**src/rtl/dma_pkg.sv**
```systemverilog
package dma_pkg;

	// Bus widths
	localparam int ADDR_W = 32;
	localparam int DATA_W = 32;
	localparam int STRB_W = DATA_W / 8;
	localparam int LEN_W  = 8;
	localparam int RESP_W = 2;

	// Fixed burst shape, one INCR burst of 16 beats per request
	localparam int BURST_BEATS = 16;
	localparam int BEAT_CNT_W  = 5;

	typedef logic [ADDR_W-1:0]     addr_t;
	typedef logic [DATA_W-1:0]     data_t;
	typedef logic [STRB_W-1:0]     strb_t;
	typedef logic [LEN_W-1:0]      len_t;
	typedef logic [RESP_W-1:0]     resp_t;
	typedef logic [BEAT_CNT_W-1:0] beat_cnt_t;

	// AXI length field is beats minus one
	localparam len_t  AWLEN_VAL = len_t'(BURST_BEATS - 1);
	localparam resp_t RESP_OKAY = resp_t'(0);

	typedef enum logic [1:0] {
		AW_IDLE,
		AW_ISSUE,
		AW_BUSY
	} aw_state_t;

	typedef enum logic {
		W_IDLE,
		W_STREAM
	} w_state_t;

	typedef enum logic {
		B_IDLE,
		B_WAIT
	} b_state_t;

endpackage

```
**src/rtl/dma_aw_issue.sv**
```systemverilog
`timescale 1ns/10ps

module dma_aw_issue (
	input  logic            clk,
	input  logic            rst,

	// Client request
	input  logic            valid,
	input  dma_pkg::addr_t  addr,

	// AXI write address channel
	output logic            awvalid,
	output dma_pkg::addr_t  awaddr,
	input  logic            awready,

	// Stage handoff
	output logic            burst_start,
	input  logic            burst_done
);

	dma_pkg::aw_state_t state;

	// AW transfer starts the data stage in the same cycle
	assign burst_start = awvalid && awready;

	always_ff @(posedge clk or posedge rst) begin
		if (rst) begin
			state   <= dma_pkg::AW_IDLE;
			awvalid <= 1'b0;
		end else begin
			case (state)
			dma_pkg::AW_IDLE: begin
				if (valid) begin
					state   <= dma_pkg::AW_ISSUE;
					awvalid <= 1'b1;
				end
			end
			dma_pkg::AW_ISSUE: begin
				// Hold the address phase until the slave takes it
				if (awready) begin
					state   <= dma_pkg::AW_BUSY;
					awvalid <= 1'b0;
				end
			end
			dma_pkg::AW_BUSY: begin
				// One burst in flight, wait for its response
				if (burst_done) begin
					state <= dma_pkg::AW_IDLE;
				end
			end
			default: begin
				state   <= dma_pkg::AW_IDLE;
				awvalid <= 1'b0;
			end
			endcase
		end
	end

	// Address captured once per request
	always_ff @(posedge clk) begin
		if (state == dma_pkg::AW_IDLE && valid) begin
			awaddr <= addr;
		end
	end

	// AXI rule for a pending address phase
	a_awaddr_stable: assert property (
		@(posedge clk) disable iff (rst)
		awvalid && !awready |=> awvalid && $stable(awaddr)
	);

endmodule

```
**src/rtl/dma_w_beats.sv**
```systemverilog
`timescale 1ns/10ps

module dma_w_beats (
	input  logic            clk,
	input  logic            rst,

	// Start of burst from the address stage
	input  logic            burst_start,

	// Client data beats
	input  dma_pkg::data_t  wdata,
	input  dma_pkg::strb_t  wstrb,
	output logic            ready,

	// AXI write data channel
	output logic            wvalid,
	output logic            wlast,
	output dma_pkg::data_t  m_wdata,
	output dma_pkg::strb_t  m_wstrb,
	input  logic            wready,

	// Last beat handed to the response stage
	output logic            burst_sent
);

	dma_pkg::w_state_t  state;
	dma_pkg::beat_cnt_t beat_cnt;
	logic               beat_ok;

	localparam dma_pkg::beat_cnt_t LAST_BEAT = dma_pkg::beat_cnt_t'(dma_pkg::BURST_BEATS - 1);

	// Data goes straight through, the client holds it until ready
	assign m_wdata = wdata;
	assign m_wstrb = wstrb;

	assign wvalid  = (state == dma_pkg::W_STREAM);
	assign wlast   = wvalid && (beat_cnt == LAST_BEAT);
	assign beat_ok = wvalid && wready;

	// A client beat is consumed exactly when it moves on AXI
	assign ready      = beat_ok;
	assign burst_sent = beat_ok && wlast;

	always_ff @(posedge clk or posedge rst) begin
		if (rst) begin
			state    <= dma_pkg::W_IDLE;
			beat_cnt <= '0;
		end else begin
			case (state)
			dma_pkg::W_IDLE: begin
				if (burst_start) begin
					state    <= dma_pkg::W_STREAM;
					beat_cnt <= '0;
				end
			end
			dma_pkg::W_STREAM: begin
				if (beat_ok) begin
					if (wlast) begin
						state    <= dma_pkg::W_IDLE;
						beat_cnt <= '0;
					end else begin
						beat_cnt <= beat_cnt + 1'b1;
					end
				end
			end
			default: begin
				state    <= dma_pkg::W_IDLE;
				beat_cnt <= '0;
			end
			endcase
		end
	end

	// A stalled beat keeps its place in the burst
	a_w_stall_hold: assert property (
		@(posedge clk) disable iff (rst)
		wvalid && !wready |=> wvalid && $stable(wlast)
	);

	// Address stage must not start a new burst while data is still streaming
	a_no_overlap: assert property (
		@(posedge clk) disable iff (rst)
		burst_start |-> state != dma_pkg::W_STREAM
	);

endmodule

```
**src/rtl/dma_b_collect.sv**
```systemverilog
`timescale 1ns/10ps

module dma_b_collect (
	input  logic            clk,
	input  logic            rst,

	// Last data beat sent
	input  logic            burst_sent,

	// AXI write response channel
	input  logic            bvalid,
	input  dma_pkg::resp_t  bresp,
	output logic            bready,

	// Status
	output logic            error,
	output logic            done,

	// Frees the address stage
	output logic            burst_done
);

	dma_pkg::b_state_t state;
	logic              resp_ok;

	assign bready     = (state == dma_pkg::B_WAIT);
	assign resp_ok    = bvalid && bready;
	assign done       = resp_ok;
	assign burst_done = resp_ok;

	always_ff @(posedge clk or posedge rst) begin
		if (rst) begin
			state <= dma_pkg::B_IDLE;
			error <= 1'b0;
		end else begin
			case (state)
			dma_pkg::B_IDLE: begin
				if (burst_sent) begin
					state <= dma_pkg::B_WAIT;
				end
			end
			dma_pkg::B_WAIT: begin
				if (bvalid) begin
					state <= dma_pkg::B_IDLE;
					// Anything but OKAY counts as a failed burst
					error <= (bresp != dma_pkg::RESP_OKAY);
				end
			end
			default: state <= dma_pkg::B_IDLE;
			endcase
		end
	end

	// Slave may only respond after the last beat of the burst
	a_b_in_wait: assert property (
		@(posedge clk) disable iff (rst)
		bvalid |-> state == dma_pkg::B_WAIT
	);

endmodule

```
**src/rtl/axi_dma_w.sv**
```systemverilog
`timescale 1ns/10ps

module axi_dma_w (
	input  logic            clk,
	input  logic            rst,

	// Databus
	input  logic            valid,
	input  dma_pkg::addr_t  addr,
	input  dma_pkg::data_t  wdata,
	input  dma_pkg::strb_t  wstrb,
	output logic            ready,

	// AXI write address
	output logic            awvalid,
	output dma_pkg::addr_t  awaddr,
	output dma_pkg::len_t   awlen,
	input  logic            awready,

	// AXI write data
	output logic            wvalid,
	output dma_pkg::data_t  m_wdata,
	output dma_pkg::strb_t  m_wstrb,
	output logic            wlast,
	input  logic            wready,

	// AXI write response
	input  logic            bvalid,
	input  dma_pkg::resp_t  bresp,
	output logic            bready,

	// Status
	output logic            error,
	output logic            done
);

	logic burst_start;
	logic burst_sent;
	logic burst_done;

	// Fixed 16 beat bursts
	assign awlen = dma_pkg::AWLEN_VAL;

	dma_aw_issue dma_aw_issue_inst (
		.clk         (clk),
		.rst         (rst),
		.valid       (valid),
		.addr        (addr),
		.awvalid     (awvalid),
		.awaddr      (awaddr),
		.awready     (awready),
		.burst_start (burst_start),
		.burst_done  (burst_done)
	);

	dma_w_beats dma_w_beats_inst (
		.clk         (clk),
		.rst         (rst),
		.burst_start (burst_start),
		.wdata       (wdata),
		.wstrb       (wstrb),
		.ready       (ready),
		.wvalid      (wvalid),
		.wlast       (wlast),
		.m_wdata     (m_wdata),
		.m_wstrb     (m_wstrb),
		.wready      (wready),
		.burst_sent  (burst_sent)
	);

	dma_b_collect dma_b_collect_inst (
		.clk         (clk),
		.rst         (rst),
		.burst_sent  (burst_sent),
		.bvalid      (bvalid),
		.bresp       (bresp),
		.bready      (bready),
		.error       (error),
		.done        (done),
		.burst_done  (burst_done)
	);

endmodule

```
**config.mk**
```make
export PLATFORM = sky130hd
export DESIGN_NAME = axi_dma_w
export DESIGN_NICKNAME = d
export VERILOG_FILES = /design/src/rtl/dma_pkg.sv /design/src/rtl/dma_aw_issue.sv /design/src/rtl/dma_w_beats.sv /design/src/rtl/dma_b_collect.sv /design/src/rtl/axi_dma_w.sv
export SDC_FILE = /design/constraint.sdc
export NUM_CORES = 1
export LEC_CHECK = 0
export BUFFER_PORTS_ARGS = -buffer_cell sky130_fd_sc_hd__buf_2
export CAP_MARGIN = 20
export CORE_MARGIN = 8
export CORE_UTILIZATION = 34
export DETAILED_ROUTE_END_ITERATION = 10
export GPL_TIMING_DRIVEN = 1
export PLACE_DENSITY = 0.76
export SLEW_MARGIN = 20
export SYNTH_ARGS = -nofsm -noshare
export SYNTH_HDL_FRONTEND = slang
export SYNTH_SLANG_ARGS = --single-unit
```
**constraint.sdc**
```tcl
create_clock -name clk -period 3.14 [get_ports clk]
set_clock_uncertainty 0.05 [all_clocks]
set_input_delay 0.157 -clock clk [delete_from_list [all_inputs] [get_ports clk]]
set_output_delay 0.157 -clock clk [all_outputs]
set_load 0.005 [all_outputs]
```
# [Word level (Yosys, flattened, before mapping)]
# Index checks and enable logic that the tools add are counted.
[totals] ff_bits=43
[classes] reduce_logical=12 muxes=18 eq_ne=8 add_sub_neg=1 n_bitwise=3
[op_table] operator="5-bit two-way mux" n=3
[op_table] operator="2-bit != test (second input constant)" n=5
[op_table] operator="5-bit case mux with 2 select lines" n=1
[op_table] operator="1-bit two-way mux" n=7
[op_table] operator="1-bit logical AND" n=6
[op_table] operator="2-bit two-way mux" n=3
[op_table] operator="2-bit case mux with 3 select lines" n=1
[op_table] operator="3-bit AND reduction" n=2
[op_table] operator="5-bit by 1-bit adder with 5-bit output (second input constant)" n=1
[op_table] operator="5-bit by 4-bit equality test with 1-bit output (second input constant)" n=1
[op_table] operator="1-bit case mux with 2 select lines" n=2
[op_table] operator="2-bit AND reduction" n=2
[op_table] operator="1-bit NOT" n=3
[op_table] operator="1-bit case mux with 3 select lines" n=1
[op_table] operator="2-bit by 1-bit equality test with 1-bit output (second input constant)" n=1
[op_table] operator="2-bit equality test (second input constant)" n=1
[op_table] operator="2-bit logical NOT" n=1
[op_table] operator="2-bit nonzero test" n=1

# [Logic depth before layout (Yosys ltp)]
[depth] depth_word=5 ltp_mapped=4

# [Cells and area by module]
# Synthesis repeated with hierarchy kept, for this count alone.
[unflattened] hier_cells=135 hier_area_um2=1869.3
[modules_own_cells] module="dma_aw_issue" seq_area_each_um2=1036.0 area_each_um2=1107.3 cells_each=46 instances=1
[modules_own_cells] module="dma_w_beats" seq_area_each_um2=150.1 area_each_um2=593.1 cells_each=69 instances=1
[modules_own_cells] module="dma_b_collect" seq_area_each_um2=50.0 area_each_um2=101.3 cells_each=10 instances=1
[modules_own_cells] module="axi_dma_w" seq_area_each_um2=0.0 area_each_um2=67.6 cells_each=10 instances=1

# [Worst setup path before layout]
# Ideal clock, no wire load.
[synth_path] path_type="flip-flop to flip-flop" startpoint="register dma_aw_issue_inst.state[0]" endpoint="register dma_aw_issue_inst.awaddr[0] (enable)" path_stages_with_launch=2 arrival_time_ns=2.830 path_slack_ns=-0.208 setup_ns=0.468 path_cell_list="dfrtp_1 nor3b_1"
[synth_between] elab_chain_cells=2
[synth_rtl] element="from (decl)" line="dma_aw_issue.sv:21" source="dma_pkg::aw_state_t state;"
[synth_rtl] element="from (signal assigned)" line="dma_aw_issue.sv:28" source="state <= dma_pkg::AW_IDLE;"
[synth_rtl] element="from (signal assigned)" line="dma_aw_issue.sv:34" source="state <= dma_pkg::AW_ISSUE;"
[synth_rtl] element="from (signal assigned)" line="dma_aw_issue.sv:41" source="state <= dma_pkg::AW_BUSY;"
[synth_rtl] element="2-bit logical NOT" line="dma_aw_issue.sv:61" source="if (state == dma_pkg::AW_IDLE && valid) begin"
[synth_rtl] element="1-bit logical AND" line="dma_aw_issue.sv:61"
[synth_rtl] element="to (signal assigned)" line="dma_aw_issue.sv:62" source="awaddr <= addr;"
[synth_rtl] element="to (decl)" line="dma_aw_issue.sv:13" source="output dma_pkg::addr_t awaddr,"
# No other way between the ends.
# A chain may end at the register's enable or synchronous reset.

# [Worst setup path after layout]
[layout_path] startpoint="register dma_w_beats_inst.beat_cnt[0]" endpoint="output wlast"
[layout_between] elab_chain_cells=2
[layout_rtl] element="from (decl)" line="dma_w_beats.sv:27" source="dma_pkg::beat_cnt_t beat_cnt;"
[layout_rtl] element="from (signal assigned)" line="dma_w_beats.sv:62" source="beat_cnt <= beat_cnt + 1'b1;"
[layout_rtl] element="5-bit by 4-bit equality test with 1-bit output" line="dma_w_beats.sv:37" source="assign wlast = wvalid && (beat_cnt == LAST_BEAT);"
[layout_rtl] element="1-bit logical AND" line="dma_w_beats.sv:37"
[layout_rtl] element="to (decl)" line="axi_dma_w.sv:24" source="output logic wlast,"
# No other way between the ends.

==> flow_summary.json <==
{
  "status": "finished, final reports clean",
  "num_antenna_cells": 0,
  "coreArea_sq_um": 5371,
  "yosysWarnings": 0,
  "cp-start-kind": "register",
  "synth_ff_type": "edfxtp_1",
  "die_y_um": 89.60,
  "drive_gt1_share_pct": 44.02,
  "fin_crit_sh_pct": 50.37,
  "pre_cts_ws_ns": 1.715,
  "path_class": "reg -> out",
  "cp.required_ns": 2.93,
  "fin_crit_ns": 1.582,
  "synth_cell_types": 28,
  "maxCapViolCount": 0,
  "drc": 0,
  "setup_viol": 0,
  "rows": 27,
  "grt_max_degree": 33,
  "synth.area.top_cells": "edfxtp_1 (52%), buf_4 (18%), dfrtp_1 (15%), inv_1 (1.2%), mux2i_1 (1.1%)",
  "final_hold_viol_count": 0,
  "synthArstFlopShare_pct": 25.58,
  "synthCells": 131,
  "setup_tns_ns": 0,
  "port_buffers": 78,
  "power.switching_w": 0.0004856,
  "die_w_um": 89.60,
  "power_frac_clock_pct": 20.7,
  "intPower_w": 0.001117,
  "cts_root_buf": "clkbuf_8",
  "place_hpwl_mm": 3.151,
  "nets": 285,
  "io_pins": 159,
  "avgSynthCellArea_sq_um": 14.06,
  "cts-htree-levels": 2,
  "ys_ff_latch": 43,
  "cts_buffer_depth": 2,
  "final_common_cell": "buf_2",
  "leakage_nw": 1.068,
  "hold_slack_ns": 0.01611,
  "num_vias": 1205,
  "gp_congestion": 0.7754,
  "cts_tree": "done",
  "grt_setup_unrepaired": "false",
  "holdCritPathClass": "in -> reg",
  "setup_slack_ns": 1.559,
  "critPathMaxFanout": 5,
  "antenna_found_initial": 0,
  "dr.first_iter.drc_count": 28,
  "p_sw_share_pct": 30.30,
  "final_cells": 281,
  "clk_latency_ns": 0.29,
  "grtUsageTotal_pct": 10.33,
  "initial_utilization_pct": 34.29,
  "postRouteAntennaNets": 0,
  "fmax_mhz": 632.3,
  "seqPwrFrac_pct": 53.7,
  "path_clk_slew_ns": 0.08,
  "grt_pass1_wl_mm": 6.134,
  "endpoint_kind": "primary output",
  "first_pass_iters": 4,
  "cts_sinks": 43,
  "cts_buffers": 5,
  "grt_pass1_vias": 1248,
  "finalMaxSlewViolations": 0,
  "finalPower_w": 0.001603,
  "yosysTopAreaCell": "edfxtp_1",
  "overflow": 0,
  "p_per_area_nw_per_um2": 665.4,
  "cts_setup_buffers": 0,
  "avgViaCountPerCell": 4.288,
  "synth_top_area_share_pct": 52.17,
  "areaGrowthSynthToFinish_pct": 30.77,
  "critPathArrivalTime_ns": 1.37,
  "combPwrFrac_pct": 25.6,
  "dp_cells": 244,
  "die_area_sq_um": 8028,
  "final_cell_mix": "buf_2 (78), edfxtp_1 (32), dlygate4sd3_1 (29), dfrtp_1 (11), conb_1 (8)",
  "synth_area_sq_um": 1842,
  "seq_area_frac_synth_pct": 67.12,
  "vdd_drop_max_v": 0.0002993,
  "synth_edf_count": 32,
  "wirelength_mm": 4.535,
  "routedWlPerCell_um": 16.14
}
-- registers in the layout (all words and copies together), names as in the netlist --
name,flops
dma_b_collect_inst.bready,1
dma_w_beats_inst.wvalid,1
dma_aw_issue_inst.state,2
dma_b_collect_inst.error,1
dma_w_beats_inst.beat_cnt,5
dma_aw_issue_inst.awaddr,32
dma_aw_issue_inst.awvalid,1
-- per-stage QoR --
| step | area (sq um) | utilization, % |
|---|---|---|
| 4_1_cts | 2379 | 44.28 |
| 3_3_place_gp | 2033 | 37.85 |
| 3_5_place_dp | 2033 | 37.85 |
| 2_1_floorplan | 1869 | - |
| 5_1_grt | 2409 | 44.84 |
| 6_report | 2409 | 44.84 |
-- worst paths after layout --
check | from | end | slack [ns] | cells past startpoint
min in group asynchronous | rst | dma_b_collect_inst.bready | 0.36 | 3
setup / recovery | dma_w_beats_inst.beat_cnt[0] | wlast | 1.56 | 4
hold reg to reg | dma_b_collect_inst.error | dma_b_collect_inst.error | 0.44 | 2
hold / removal | addr[24] | dma_aw_issue_inst.awaddr[24] | 0.02 | 1
max in group asynchronous | rst | dma_w_beats_inst.beat_cnt[0] | 2.38 | 3
setup reg to reg | dma_aw_issue_inst.state[0] | dma_aw_issue_inst.awaddr[15] | 1.70 | 2
-- cell type report --
class	instances	area, sq um
Clock buffer	6	72.57
Clock inverter	2	12.51
Fill cell	477	2963
Inverter	7	26.28
Multi-Input combinational cell	43	282.8
Sequential cell	43	1236
Tap cell	72	90.09
Timing Repair Buffer	108	688.2
-- what timing repair did --
action                    4_1_cts  5_1_grt
gates resized for setup         0        0
hold endpoints to repair       36        3
hold buffers                   26        3
-- per-layer routing --
layer | part of all wire (%) | vias up | GRT usage, %
met1 | 39 | 529 | 11.70
li1 | - | 558 | -
met2 | 41 | 97 | 15.78
met3 | 16 | 21 | 5.096
met5 | 0 | - | 0
met4 | 3.4 | 0 | 5.287
-- Yosys cell counts (2+ instances only) --
cell	count
conb_1	2
nand2_1	5
nor2_1	5
edfxtp_1	32
mux2i_1	2
nand3_1	3
o31ai_1	2
buf_4	44
dfrtp_1	11
a31oi_1	2
inv_1	6
-- worst max-delay path, cell delays in order, from the launching register on --
cell      delay (ns)
dfrtp_1         0.42
ha_1            0.19
nand2b_1        0.11
nor3_4          0.21
buf_2           0.16
-- cells by family (layout without fill, tap and decap cells) --
family | Yosys count | after routing | share of synthesized area, %
XOR/XNOR | 1 | 1 | 0.4756
other | 2 | 8 | 0.4078
adder cells (fa/ha/maj) | 1 | 1 | 0.6792
flip-flops | 43 | 43 | 67.12
AO/OA/AOI/OAI | 14 | 14 | 5.842
multiplexers | 2 | 2 | 1.087
AND/OR/NAND/NOR | 17 | 17 | 5.028
buffers and inverters | 51 | 123 | 19.36
-- power by group through the flow --
stage | registers (W) | logic, W | clock network, W
after floorplan | 0.000867 | 0.000239 | 0
after global placement | 0.000863 | 0.000376 | 0
after detailed placement | 0.000871 | 0.000384 | 0
after CTS | 0.000859 | 0.000410 | 0.000352
after global routing | 0.000878 | 0.000460 | 0.000372
final | 0.000861 | 0.000410 | 0.000332
No activity file was read; power rests on OpenSTA's default activity.
